==> src/rtl/systolic_geom_pkg.sv <==
package systolic_geom_pkg;

	// PE array shape
	localparam int DEF_PE_ROWS = 4;
	localparam int DEF_PE_COLS = 4;

	// Width of the M, K and N job sizes
	localparam int DEF_SIZE_W = 5;

	// Every SRAM address uses this width
	localparam int DEF_ADDR_W = 10; // Operand and output SRAMs alike

endpackage

==> src/rtl/mm_ctrl_pkg.sv <==
package mm_ctrl_pkg;

	// Controller phases
	typedef enum logic [1:0] {
		ST_IDLE    = 2'd0, // Waiting for start
		ST_COMPUTE = 2'd1, // Streaming operands into the array
		ST_FLUSH   = 2'd2  // Draining accumulators to the output SRAM
	} ctrl_state_t;

endpackage

==> src/rtl/tile_fsm.sv <==
`timescale 1ns/10ps

module tile_fsm
	import mm_ctrl_pkg::*;
(
	input  logic        CLK,
	input  logic        RSTn,
	input  logic        start,
	input  logic        stall,
	input  logic        compute_done,
	input  logic        flush_done,
	input  logic        last_tile,
	output ctrl_state_t state,
	output logic        load_job,
	output logic        to_flush,
	output logic        next_tile,
	output logic        finished,
	output logic        is_computing,
	output logic        is_flushing
);

	ctrl_state_t state_nxt;

	assign is_computing = (state == ST_COMPUTE);
	assign is_flushing  = (state == ST_FLUSH);

	// Strobes never fire while stalled
	assign load_job  = (state == ST_IDLE) && start && !stall; // Start only counts when idle
	assign to_flush  = is_computing && compute_done && !stall;
	assign next_tile = is_flushing && flush_done && !last_tile && !stall;
	assign finished  = is_flushing && flush_done && last_tile && !stall; // Last flush cycle

	always_comb begin
		state_nxt = state;
		case (state)
			ST_IDLE:    state_nxt = load_job ? ST_COMPUTE : ST_IDLE;
			ST_COMPUTE: state_nxt = to_flush ? ST_FLUSH : ST_COMPUTE;
			ST_FLUSH: begin
				if (next_tile)
					state_nxt = ST_COMPUTE; // Straight into the next tile
				else if (finished)
					state_nxt = ST_IDLE;
			end
			default:    state_nxt = ST_IDLE;
		endcase
	end

	always_ff @(posedge CLK) begin
		if (!RSTn)
			state <= ST_IDLE;
		else
			state <= state_nxt;
	end

	// Phase ends only arrive in the phase that owns them
	assert property (@(posedge CLK) disable iff (!RSTn)
		compute_done |-> (state == ST_COMPUTE));
	assert property (@(posedge CLK) disable iff (!RSTn)
		flush_done |-> (state == ST_FLUSH));

endmodule

==> src/rtl/phase_counter.sv <==
`timescale 1ns/10ps

module phase_counter
	import mm_ctrl_pkg::*;
#(
	parameter int PE_ROWS = 4,
	parameter int PE_COLS = 4,
	parameter int SIZE_W  = 5
) (
	input  logic                                 CLK,
	input  logic                                 RSTn,
	input  logic                                 stall,
	input  ctrl_state_t                          state,
	input  logic                                 load_job,
	input  logic                                 to_flush,
	input  logic                                 next_tile,
	input  logic [SIZE_W-1:0]                    k_in,
	input  logic [$clog2(PE_ROWS+1)-1:0]         act_rows,
	input  logic [$clog2(PE_COLS+1)-1:0]         act_cols,
	output logic [((SIZE_W > $clog2(PE_ROWS+PE_COLS)) ?
	               SIZE_W : $clog2(PE_ROWS+PE_COLS)):0] count,
	output logic [SIZE_W-1:0]                    k_size,
	output logic                                 compute_done,
	output logic                                 flush_done
);

	localparam int SUM_W = $clog2(PE_ROWS + PE_COLS);
	localparam int CNT_W = ((SIZE_W > SUM_W) ? SIZE_W : SUM_W) + 1; // Holds K + ar + ac
	localparam logic [CNT_W-1:0] FLUSH_LAST = CNT_W'(PE_ROWS - 1);

	logic [CNT_W-1:0] compute_end;

	// Last compute cycle index, skew of both edges included
	assign compute_end = CNT_W'(k_size) + CNT_W'(act_rows) + CNT_W'(act_cols) - CNT_W'(2);

	assign compute_done = (state == ST_COMPUTE) && (count == compute_end);
	assign flush_done   = (state == ST_FLUSH) && (count == FLUSH_LAST); // One cycle per row

	always_ff @(posedge CLK) begin
		if (load_job)
			k_size <= k_in; // Kept for the whole job
	end

	always_ff @(posedge CLK) begin
		if (!RSTn)
			count <= '0;
		else if (!stall) begin
			if (state == ST_IDLE || to_flush || next_tile)
				count <= '0; // Every phase starts at zero
			else
				count <= count + 1'b1;
		end
	end

	assert property (@(posedge CLK) disable iff (!RSTn)
		(state == ST_COMPUTE) |-> (count <= compute_end));
	assert property (@(posedge CLK) disable iff (!RSTn)
		(state == ST_FLUSH) |-> (count <= FLUSH_LAST));

endmodule

==> src/rtl/tile_sequencer.sv <==
`timescale 1ns/10ps

module tile_sequencer #(
	parameter int PE_ROWS = 4,
	parameter int PE_COLS = 4,
	parameter int SIZE_W  = 5
) (
	input  logic                         CLK,
	input  logic                         RSTn,
	input  logic                         load_job,
	input  logic                         next_tile,
	input  logic [SIZE_W-1:0]            m_in,
	input  logic [SIZE_W-1:0]            n_in,
	output logic [SIZE_W-1:0]            tile_row,
	output logic [SIZE_W-1:0]            tile_col,
	output logic [SIZE_W-1:0]            num_tile_rows,
	output logic [SIZE_W-1:0]            num_tile_cols,
	output logic [$clog2(PE_ROWS+1)-1:0] act_rows,
	output logic [$clog2(PE_COLS+1)-1:0] act_cols,
	output logic                         last_tile
);

	localparam int RW = $clog2(PE_ROWS + 1);
	localparam int CW = $clog2(PE_COLS + 1);
	localparam int EW = SIZE_W + ((RW > CW) ? RW : CW); // Room for the rounding add

	logic [EW-1:0]     m_round;
	logic [EW-1:0]     n_round;
	logic [SIZE_W-1:0] n_q;       // N for reloading the column budget
	logic [SIZE_W-1:0] rows_left; // Rows of the output not yet covered
	logic [SIZE_W-1:0] cols_left; // Columns left in the current tile row
	logic              col_wrap;

	// Ceiling division for the tile counts
	assign m_round = EW'(m_in) + EW'(PE_ROWS - 1);
	assign n_round = EW'(n_in) + EW'(PE_COLS - 1);

	// Edge tiles only get what is left
	assign act_rows = (EW'(rows_left) >= EW'(PE_ROWS)) ? RW'(PE_ROWS) : RW'(rows_left);
	assign act_cols = (EW'(cols_left) >= EW'(PE_COLS)) ? CW'(PE_COLS) : CW'(cols_left);

	assign col_wrap  = (tile_col == num_tile_cols - 1'b1);
	assign last_tile = col_wrap && (tile_row == num_tile_rows - 1'b1);

	always_ff @(posedge CLK) begin
		if (load_job)
			n_q <= n_in;
	end

	always_ff @(posedge CLK) begin
		if (!RSTn) begin
			tile_row      <= '0;
			tile_col      <= '0;
			num_tile_rows <= '0;
			num_tile_cols <= '0;
			rows_left     <= '0;
			cols_left     <= '0;
		end else if (load_job) begin
			tile_row      <= '0;
			tile_col      <= '0; // First tile is the top left one
			num_tile_rows <= SIZE_W'(m_round / EW'(PE_ROWS));
			num_tile_cols <= SIZE_W'(n_round / EW'(PE_COLS));
			rows_left     <= m_in;
			cols_left     <= n_in;
		end else if (next_tile) begin
			if (col_wrap) begin
				tile_col  <= '0; // Back to column 0, one tile row down
				tile_row  <= tile_row + 1'b1;
				cols_left <= n_q;
				rows_left <= rows_left - SIZE_W'(PE_ROWS);
			end else begin
				tile_col  <= tile_col + 1'b1;
				cols_left <= cols_left - SIZE_W'(PE_COLS);
			end
		end
	end

endmodule

==> src/rtl/sram_addr_gen.sv <==
`timescale 1ns/10ps

module sram_addr_gen
	import mm_ctrl_pkg::*;
#(
	parameter int PE_ROWS = 4,
	parameter int PE_COLS = 4,
	parameter int SIZE_W  = 5,
	parameter int ADDR_W  = 10
) (
	input  logic                                 CLK,
	input  logic                                 RSTn,
	input  logic                                 stall,
	input  ctrl_state_t                          state,
	input  logic                                 load_job,
	input  logic                                 to_flush,
	input  logic                                 next_tile,
	input  logic [((SIZE_W > $clog2(PE_ROWS+PE_COLS)) ?
	               SIZE_W : $clog2(PE_ROWS+PE_COLS)):0] count,
	input  logic [SIZE_W-1:0]                    tile_row,
	input  logic [SIZE_W-1:0]                    tile_col,
	input  logic [SIZE_W-1:0]                    num_tile_rows,
	input  logic [SIZE_W-1:0]                    num_tile_cols,
	input  logic [$clog2(PE_ROWS+1)-1:0]         act_rows,
	input  logic [$clog2(PE_COLS+1)-1:0]         act_cols,
	output logic [ADDR_W-1:0]                    opnd1_addr,
	output logic [ADDR_W-1:0]                    opnd2_addr,
	output logic [ADDR_W-1:0]                    out_addr,
	output logic                                 out_we_n,
	output logic [PE_COLS-1:0]                   out_lane_en
);

	localparam int SUM_W = $clog2(PE_ROWS + PE_COLS);
	localparam int CNT_W = ((SIZE_W > SUM_W) ? SIZE_W : SUM_W) + 1;
	localparam int CW    = $clog2(PE_COLS + 1);
	localparam logic [CNT_W-1:0] FLUSH_LAST = CNT_W'(PE_ROWS - 1);

	logic [ADDR_W-1:0] opnd1_ofs;     // c * nrt
	logic [ADDR_W-1:0] opnd2_ofs;     // c * nct
	logic [ADDR_W-1:0] tile_row_base; // tr * PE_ROWS * nct
	logic [ADDR_W-1:0] out_row_addr;
	logic              flushing;

	assign flushing = (state == ST_FLUSH);

	// Operand 1 is column major, so one step of K moves by the tile row count
	assign opnd1_addr = ADDR_W'(tile_row) + opnd1_ofs;
	assign opnd2_addr = ADDR_W'(tile_col) + opnd2_ofs;
	assign out_addr   = out_row_addr;

	// Short tiles write only their bottom rows
	assign out_we_n = !(flushing && (count >= CNT_W'(PE_ROWS) - CNT_W'(act_rows)));

	for (genvar j = 0; j < PE_COLS; j++) begin : g_lane
		assign out_lane_en[j] = flushing && (CW'(j) < act_cols);
	end

	always_ff @(posedge CLK) begin
		if (!RSTn) begin
			opnd1_ofs <= '0;
			opnd2_ofs <= '0;
		end else if (!stall) begin
			if (load_job || next_tile) begin
				opnd1_ofs <= '0; // New tile restarts at its own id
				opnd2_ofs <= '0;
			end else if (state == ST_COMPUTE) begin
				opnd1_ofs <= opnd1_ofs + ADDR_W'(num_tile_rows);
				opnd2_ofs <= opnd2_ofs + ADDR_W'(num_tile_cols);
			end
		end
	end

	always_ff @(posedge CLK) begin
		if (!stall) begin
			if (load_job)
				tile_row_base <= '0;
			else if (next_tile && (tile_col == num_tile_cols - 1'b1))
				tile_row_base <= tile_row_base + ADDR_W'(PE_ROWS) * ADDR_W'(num_tile_cols);
			if (to_flush)
				out_row_addr <= tile_row_base + ADDR_W'(tile_col); // Row 0 of this tile
			else if (!out_we_n)
				out_row_addr <= out_row_addr + ADDR_W'(num_tile_cols); // Next output row
		end
	end

	// Once writing starts it runs to the end of the flush
	assert property (@(posedge CLK) disable iff (!RSTn)
		(!out_we_n && !stall && count != FLUSH_LAST) |=> (!out_we_n && flushing));

endmodule

==> src/rtl/fifo_enable_gen.sv <==
`timescale 1ns/10ps

module fifo_enable_gen
	import mm_ctrl_pkg::*;
#(
	parameter int PE_ROWS = 4,
	parameter int PE_COLS = 4,
	parameter int SIZE_W  = 5
) (
	input  ctrl_state_t                          state,
	input  logic [((SIZE_W > $clog2(PE_ROWS+PE_COLS)) ?
	               SIZE_W : $clog2(PE_ROWS+PE_COLS)):0] count,
	input  logic [SIZE_W-1:0]                    k_size,
	output logic [PE_ROWS-1:0]                   opnd1_push_en,
	output logic [PE_ROWS-1:0]                   opnd1_pop_en,
	output logic [PE_COLS-1:0]                   opnd2_push_en,
	output logic [PE_COLS-1:0]                   opnd2_pop_en
);

	localparam int SUM_W = $clog2(PE_ROWS + PE_COLS);
	localparam int CNT_W = ((SIZE_W > SUM_W) ? SIZE_W : SUM_W) + 1;
	localparam int LANES = (PE_ROWS > PE_COLS) ? PE_ROWS : PE_COLS; // Both sides share windows

	logic             computing;
	logic             push;
	logic [CNT_W-1:0] k_ext;
	logic [LANES-1:0] pop_win;

	assign computing = (state == ST_COMPUTE);
	assign k_ext     = CNT_W'(k_size);
	assign push      = computing && (count < k_ext); // All lanes fill during the first K cycles

	// Lane i drains K entries starting i cycles late
	for (genvar i = 0; i < LANES; i++) begin : g_skew
		assign pop_win[i] = computing && (count >= CNT_W'(i)) && (count < k_ext + CNT_W'(i));
	end

	assign opnd1_push_en = {PE_ROWS{push}};
	assign opnd2_push_en = {PE_COLS{push}};
	assign opnd1_pop_en  = pop_win[PE_ROWS-1:0];
	assign opnd2_pop_en  = pop_win[PE_COLS-1:0];

endmodule

==> src/rtl/mm_ctrl_top.sv <==
`timescale 1ns/10ps

module mm_ctrl_top
	import systolic_geom_pkg::*;
	import mm_ctrl_pkg::*;
#(
	parameter int PE_ROWS = DEF_PE_ROWS,
	parameter int PE_COLS = DEF_PE_COLS,
	parameter int SIZE_W  = DEF_SIZE_W,
	parameter int ADDR_W  = DEF_ADDR_W
) (
	input  logic               CLK,
	input  logic               RSTn,
	input  logic               start,
	input  logic               stall,
	input  logic [SIZE_W-1:0]  m_size,
	input  logic [SIZE_W-1:0]  k_size,
	input  logic [SIZE_W-1:0]  n_size,
	output logic [ADDR_W-1:0]  opnd1_addr,
	output logic [ADDR_W-1:0]  opnd2_addr,
	output logic [ADDR_W-1:0]  out_addr,
	output logic               out_we_n,
	output logic [PE_COLS-1:0] out_lane_en,
	output logic [PE_ROWS-1:0] opnd1_push_en,
	output logic [PE_ROWS-1:0] opnd1_pop_en,
	output logic [PE_COLS-1:0] opnd2_push_en,
	output logic [PE_COLS-1:0] opnd2_pop_en,
	output logic               is_computing,
	output logic               is_flushing,
	output logic               finished
);

	localparam int SUM_W = $clog2(PE_ROWS + PE_COLS);
	localparam int CNT_W = ((SIZE_W > SUM_W) ? SIZE_W : SUM_W) + 1;
	localparam int RW    = $clog2(PE_ROWS + 1);
	localparam int CW    = $clog2(PE_COLS + 1);

	ctrl_state_t       state;
	logic              load_job;
	logic              to_flush;
	logic              next_tile;
	logic              compute_done;
	logic              flush_done;
	logic              last_tile;
	logic [CNT_W-1:0]  count;
	logic [SIZE_W-1:0] k_job; // K as latched at start
	logic [SIZE_W-1:0] tile_row;
	logic [SIZE_W-1:0] tile_col;
	logic [SIZE_W-1:0] num_tile_rows;
	logic [SIZE_W-1:0] num_tile_cols;
	logic [RW-1:0]     act_rows;
	logic [CW-1:0]     act_cols;

	tile_fsm u_fsm (
		.CLK(CLK), .RSTn(RSTn), .start(start), .stall(stall),
		.compute_done(compute_done), .flush_done(flush_done), .last_tile(last_tile),
		.state(state), .load_job(load_job), .to_flush(to_flush), .next_tile(next_tile),
		.finished(finished), .is_computing(is_computing), .is_flushing(is_flushing)
	);

	phase_counter #(.PE_ROWS(PE_ROWS), .PE_COLS(PE_COLS), .SIZE_W(SIZE_W)) u_cnt (
		.CLK(CLK), .RSTn(RSTn), .stall(stall), .state(state), .load_job(load_job),
		.to_flush(to_flush), .next_tile(next_tile), .k_in(k_size),
		.act_rows(act_rows), .act_cols(act_cols), .count(count), .k_size(k_job),
		.compute_done(compute_done), .flush_done(flush_done)
	);

	tile_sequencer #(.PE_ROWS(PE_ROWS), .PE_COLS(PE_COLS), .SIZE_W(SIZE_W)) u_seq (
		.CLK(CLK), .RSTn(RSTn), .load_job(load_job), .next_tile(next_tile),
		.m_in(m_size), .n_in(n_size), .tile_row(tile_row), .tile_col(tile_col),
		.num_tile_rows(num_tile_rows), .num_tile_cols(num_tile_cols),
		.act_rows(act_rows), .act_cols(act_cols), .last_tile(last_tile)
	);

	sram_addr_gen #(
		.PE_ROWS(PE_ROWS), .PE_COLS(PE_COLS), .SIZE_W(SIZE_W), .ADDR_W(ADDR_W)
	) u_addr (
		.CLK(CLK), .RSTn(RSTn), .stall(stall), .state(state), .load_job(load_job),
		.to_flush(to_flush), .next_tile(next_tile), .count(count),
		.tile_row(tile_row), .tile_col(tile_col),
		.num_tile_rows(num_tile_rows), .num_tile_cols(num_tile_cols),
		.act_rows(act_rows), .act_cols(act_cols),
		.opnd1_addr(opnd1_addr), .opnd2_addr(opnd2_addr), .out_addr(out_addr),
		.out_we_n(out_we_n), .out_lane_en(out_lane_en)
	);

	fifo_enable_gen #(.PE_ROWS(PE_ROWS), .PE_COLS(PE_COLS), .SIZE_W(SIZE_W)) u_fifo (
		.state(state), .count(count), .k_size(k_job),
		.opnd1_push_en(opnd1_push_en), .opnd1_pop_en(opnd1_pop_en),
		.opnd2_push_en(opnd2_push_en), .opnd2_pop_en(opnd2_pop_en)
	);

endmodule

==> config.mk <==
export PLATFORM = sky130hd
export DESIGN_NAME = mm_ctrl_top
export DESIGN_NICKNAME = d
export VERILOG_FILES = /design/src/rtl/systolic_geom_pkg.sv /design/src/rtl/mm_ctrl_pkg.sv /design/src/rtl/tile_fsm.sv /design/src/rtl/phase_counter.sv /design/src/rtl/tile_sequencer.sv /design/src/rtl/sram_addr_gen.sv /design/src/rtl/fifo_enable_gen.sv /design/src/rtl/mm_ctrl_top.sv
export SDC_FILE = /design/constraint.sdc
export NUM_CORES = 1
export LEC_CHECK = 0
export ABC_CLOCK_PERIOD_IN_PS = 5400
export BUFFER_PORTS_ARGS = -buffer_cell sky130_fd_sc_hd__buf_4
export CAP_MARGIN = 20
export CELL_PAD_IN_SITES_DETAIL_PLACEMENT = 0
export CELL_PAD_IN_SITES_GLOBAL_PLACEMENT = 2
export CORE_MARGIN = 1
export CORE_UTILIZATION = 30
export DETAILED_ROUTE_END_ITERATION = 8
export PLACE_DENSITY = 0.72
export SETUP_SLACK_MARGIN = 0.02
export SLEW_MARGIN = 20
export SYNTH_ARGS = -nofsm -noshare
export SYNTH_HDL_FRONTEND = slang
export SYNTH_SLANG_ARGS = --single-unit
==> constraint.sdc <==
create_clock -name CLK -period 5.4 [get_ports CLK]
set_clock_uncertainty 0.15 [all_clocks]
set_input_delay 1.08 -clock CLK [delete_from_list [all_inputs] [get_ports CLK]]
set_output_delay 1.08 -clock CLK [all_outputs]
set_load 0.005 [all_outputs]
==> run summary <==
In the final layout, the share of cells above drive strength 1 is 0.1374. After synthesis, the largest family of logic cells by area is adder cells. The post-synth design cell area is 6382 µm². STA classifies the critical path endpoint as a register. The synthesized-area fraction occupied by adder cells came out at 0.1894. The number of global-route vias before repair came out at 5,080. The number of pins exceeding their max-slew limit in the final report is 0. The largest net degree at the start of global routing came out at 36. In this run the number of H-tree levels came out at 3. The initial antenna violation count is 0.

The post-synthesis compound-gate area fraction is 0.1506. At the worst endpoint, the required time is 5.22 ns. The post-route non-filler standard cell count is 1,049. Routed signal wires occupy layers up through met4. TritonCTS built the clock tree. The XOR/XNOR share of the synthesized area came out at 0.1098.

The biggest fanout along the worst timing path is 21. Ranked by total cell area, the synthesized netlist is headed by dfxtp_1 18%, ha_1 15%, edfxtp_1 13%. In the synthesized netlist the async set-or-reset flop fraction comes to 0. The total length of routed wires came out at 15,780 µm. The first global-routing pass estimated 26,140 µm of wire.

The detailed router placed 5,120 vias in this run. The final worst-path cycle share came out at 0.8260. Summed over all nets, the switching power comes to 442.5 µW. The relative contribution of the clock network to total power is 0.411. The row count is 52. The number of enable-type register cells in the synthesized netlist is 28. In the global route stage, overall resource usage came out at 0.1512.

The tightest min-delay check is of the register to register type. The remaining antenna violation count after routing came out at 0. The share of synthesized area in the top cell type comes to 0.1757. Max-cap violations in this run came to 0.

The clock buffer count from CTS came out at 9. The floorplan die width came out at 147.9 µm. The run finished with clean final reports. The total power draw is 1.590 mW. The layout overhead on the synthesized area is 16.64%. By count the netlist is led by 79 x ha_1, 59 x nand2_1, 56 x dfxtp_1.

The number of post-CTS setup repair buffers came out at 0. Setup repair after global routing left no endpoint under its margin. The length of routed wiring on met1 came out at 7716 µm. Data on the critical path arrives at its endpoint at 4.28 ns. The fraction of synthesized area in multiplexers is 0.01157.

The total clock sinks is 84. Timing would allow up to 224.2 MHz. The fraction of the yosys area taken by sequential cells came out at 0.3074. STA classifies the critical path startpoint as a register.

The first routing iteration left 222 violations. The hold buffer count at cts came out at 0. The clock tree buffer depth is 2.

The count of synthesis-stage warnings from yosys is 0. The post-synthesis simple-gate area fraction came out at 0.1753. The routed length on met2 came out at 7365 µm. The final critical delay including setup and external delays is 4.460 ns. The post-cts sizing count is 0.

The peak ir drop on the vdd network came out at 152.4 µV. Prior to clock tree synthesis, the placed netlist has a worst setup slack of 0.8881 ns. The worst-margin pin slew is 0.9394 ns. The ratio of total power to cell area is 213.6 nW/µm². The remaining global-route overflow came out at 0. At the end of the flow, the number of nets in the layout was 883. The final count of hold timing violations is 0. The number of flip-flops and latches in the synthesized netlist came out at 84.

The reported leakage power is 3.190 nW. Including well taps, the total number of placed cells is 1,033. The floorplan step defined a die boundary enclosing 21,860 µm². The number of ports placed on the die boundary is 73. After floorplanning, the core was sized to cover 20,560 µm².

Among all flip-flop cells after synthesis, the most frequent one is dfxtp_1. For this run, design rule violations remaining after detail routing come to 0. The length of the first detailed-routing pass in iterations came out at 4. Setup violations remaining at the end of the flow were counted as 0.

The count of distinct cell types in the synthesized netlist is 58. The most used standard cell by instance count after synthesis is ha_1. The worst-case setup margin in the final layout is 0.9396 ns. In the synthesized netlist, the number of instances is 715. The largest total area in the synthesized netlist belongs to dfxtp_1. For this configuration, the core starts out at a cell density of 0.3104.

The count of port buffers added during placement came out at 72. The final weighted congestion of routability-driven global placement is 0.7640. The part of the total power dissipated in sequential elements is 0.437. The critical path class is register to register. After detailed routing, the number of vias per cell comes to 4.881.

The met3 wirelength from detailed routing came out at 509 µm. The repair_antennas step left the layout with diodes totalling 0. A synthesized cell averages 8.926 µm². The internal power came out at 1.148 mW. The proportion of total power due to net switching is 0.2783. The clock root buffer is clkbuf_16. The setup slack on the worst flop-to-flop path is 0.94 ns. After legalization and detailed placement, the total HPWL measured 11,950 µm. The clock transition at the registers of the reported paths came out at 0.07 ns.

The average routed wire per standard cell came out at 15.04 µm. The tightest slew margin relative to the limit came out at 0.3725. The vertical extent of the die is 147.9 µm. The clock latency reported for the late side of the worst-skew pair is 0.35 ns. The aggregate negative setup slack came out at 0 ns. The part of the power in combinational logic came out at 0.152.
## power groups by stage
stage                     clock [mW]  sequential [mW]  combinational (mW)
after floorplan                    0            0.702               0.178
after global placement             0            0.708               0.238
after detailed placement           0            0.710               0.243
after CTS                      0.671            0.695               0.245
after global routing           0.697            0.698               0.276
final                          0.654            0.695               0.242
## path summary, 6_finish.rpt
path                                          from                  to  cells after the start
worst max-delay path            u_seq.cols_left[2]  u_addr.out_addr[4]                     12
worst min-delay path            u_seq.rows_left[0]  u_seq.rows_left[0]                      2
worst max register to register  u_seq.cols_left[2]  u_addr.out_addr[4]                     12
worst min register to register  u_seq.rows_left[0]  u_seq.rows_left[0]                      2
## metrics by stage
| step | utilization | cell area [µm²] | hold slack [ns] |
|---|---|---|---|
| 3_3_place_gp | 0.3470 | 7134 | 0.3212 |
| 6_report | 0.3621 | 7445 | 0.3293 |
| 4_1_cts | 0.3620 | 7442 | 0.3320 |
| 3_5_place_dp | 0.3470 | 7134 | 0.3225 |
| 2_1_floorplan | - | 6390 | 0.2995 |
| 5_1_grt | 0.3621 | 7445 | 0.3609 |
## state kept, by name, summed over array words and instances, names as in the netlist
register and count:
u_addr.opnd1_ofs 10, u_addr.opnd2_ofs 10, u_addr.out_addr 10, u_addr.tile_row_base 8, u_cnt.count 6, u_cnt.k_size 5
u_seq.cols_left 5, u_seq.n_q 5, u_seq.rows_left 5, u_seq.tile_col 5, u_seq.tile_row 5, u_seq.num_tile_cols 4
u_seq.num_tile_rows 4, u_fsm.state 2
## cell usage in the layout, fill, tap and decap left out, types with 15 or more instances in the layout
cell       n
nand2_1   59
edfxtp_1  28
nor3_1    25
nor2_1    45
a21oi_1   52
o21ai_0   36
dfxtp_1   56
ha_1      79
nor2b_1   26
buf_4     76
inv_1     47
xnor2_1   47
a21o_1    15
xor2_1    33
## metal layers
layer | global-route usage | vias up
li1 | - | 2603
met1 | 0.1975 | 2431
met2 | 0.2557 | 74
met3 | 0.02284 | 12
met4 | 0.04691 | 0
met5 | 0 | -
## logic make-up (layout without fill, tap and decap cells)
logic type                 after synthesis  in the layout
AOI/OAI and AO/OA                      153            153
xor gates and xnor gates                80             80
adders and majority gates               90             90
buffers and inverters                   79            141
DFF                                     84             84
muxes                                    7              7
other                                    1              3
and+or+nand+nor                        221            221
## critical path, stage by stage, from the launching register on
cell      delay, ns
dfxtp_1        0.34
nor3_1         0.31
a21boi_1       0.40
ha_1           0.31
inv_1          0.08
fa_1           0.40
ha_1           0.24
fa_1           0.46
xor2_1         0.16
nor3_1         0.20
nand4_1        0.11
buf_4          0.21
a21oi_1        0.73
## layout make-up
type	instances	area [µm²]
repair buffers	76	570.5
fillers	2178	13120
flip-flops and latches	84	1962
clock inverters	7	82.58
inverters	49	183.9
multi-input cells	554	4083
well taps	270	337.8
clock buffers	9	225.2
Note: power is estimated with default switching activity, not from simulation.
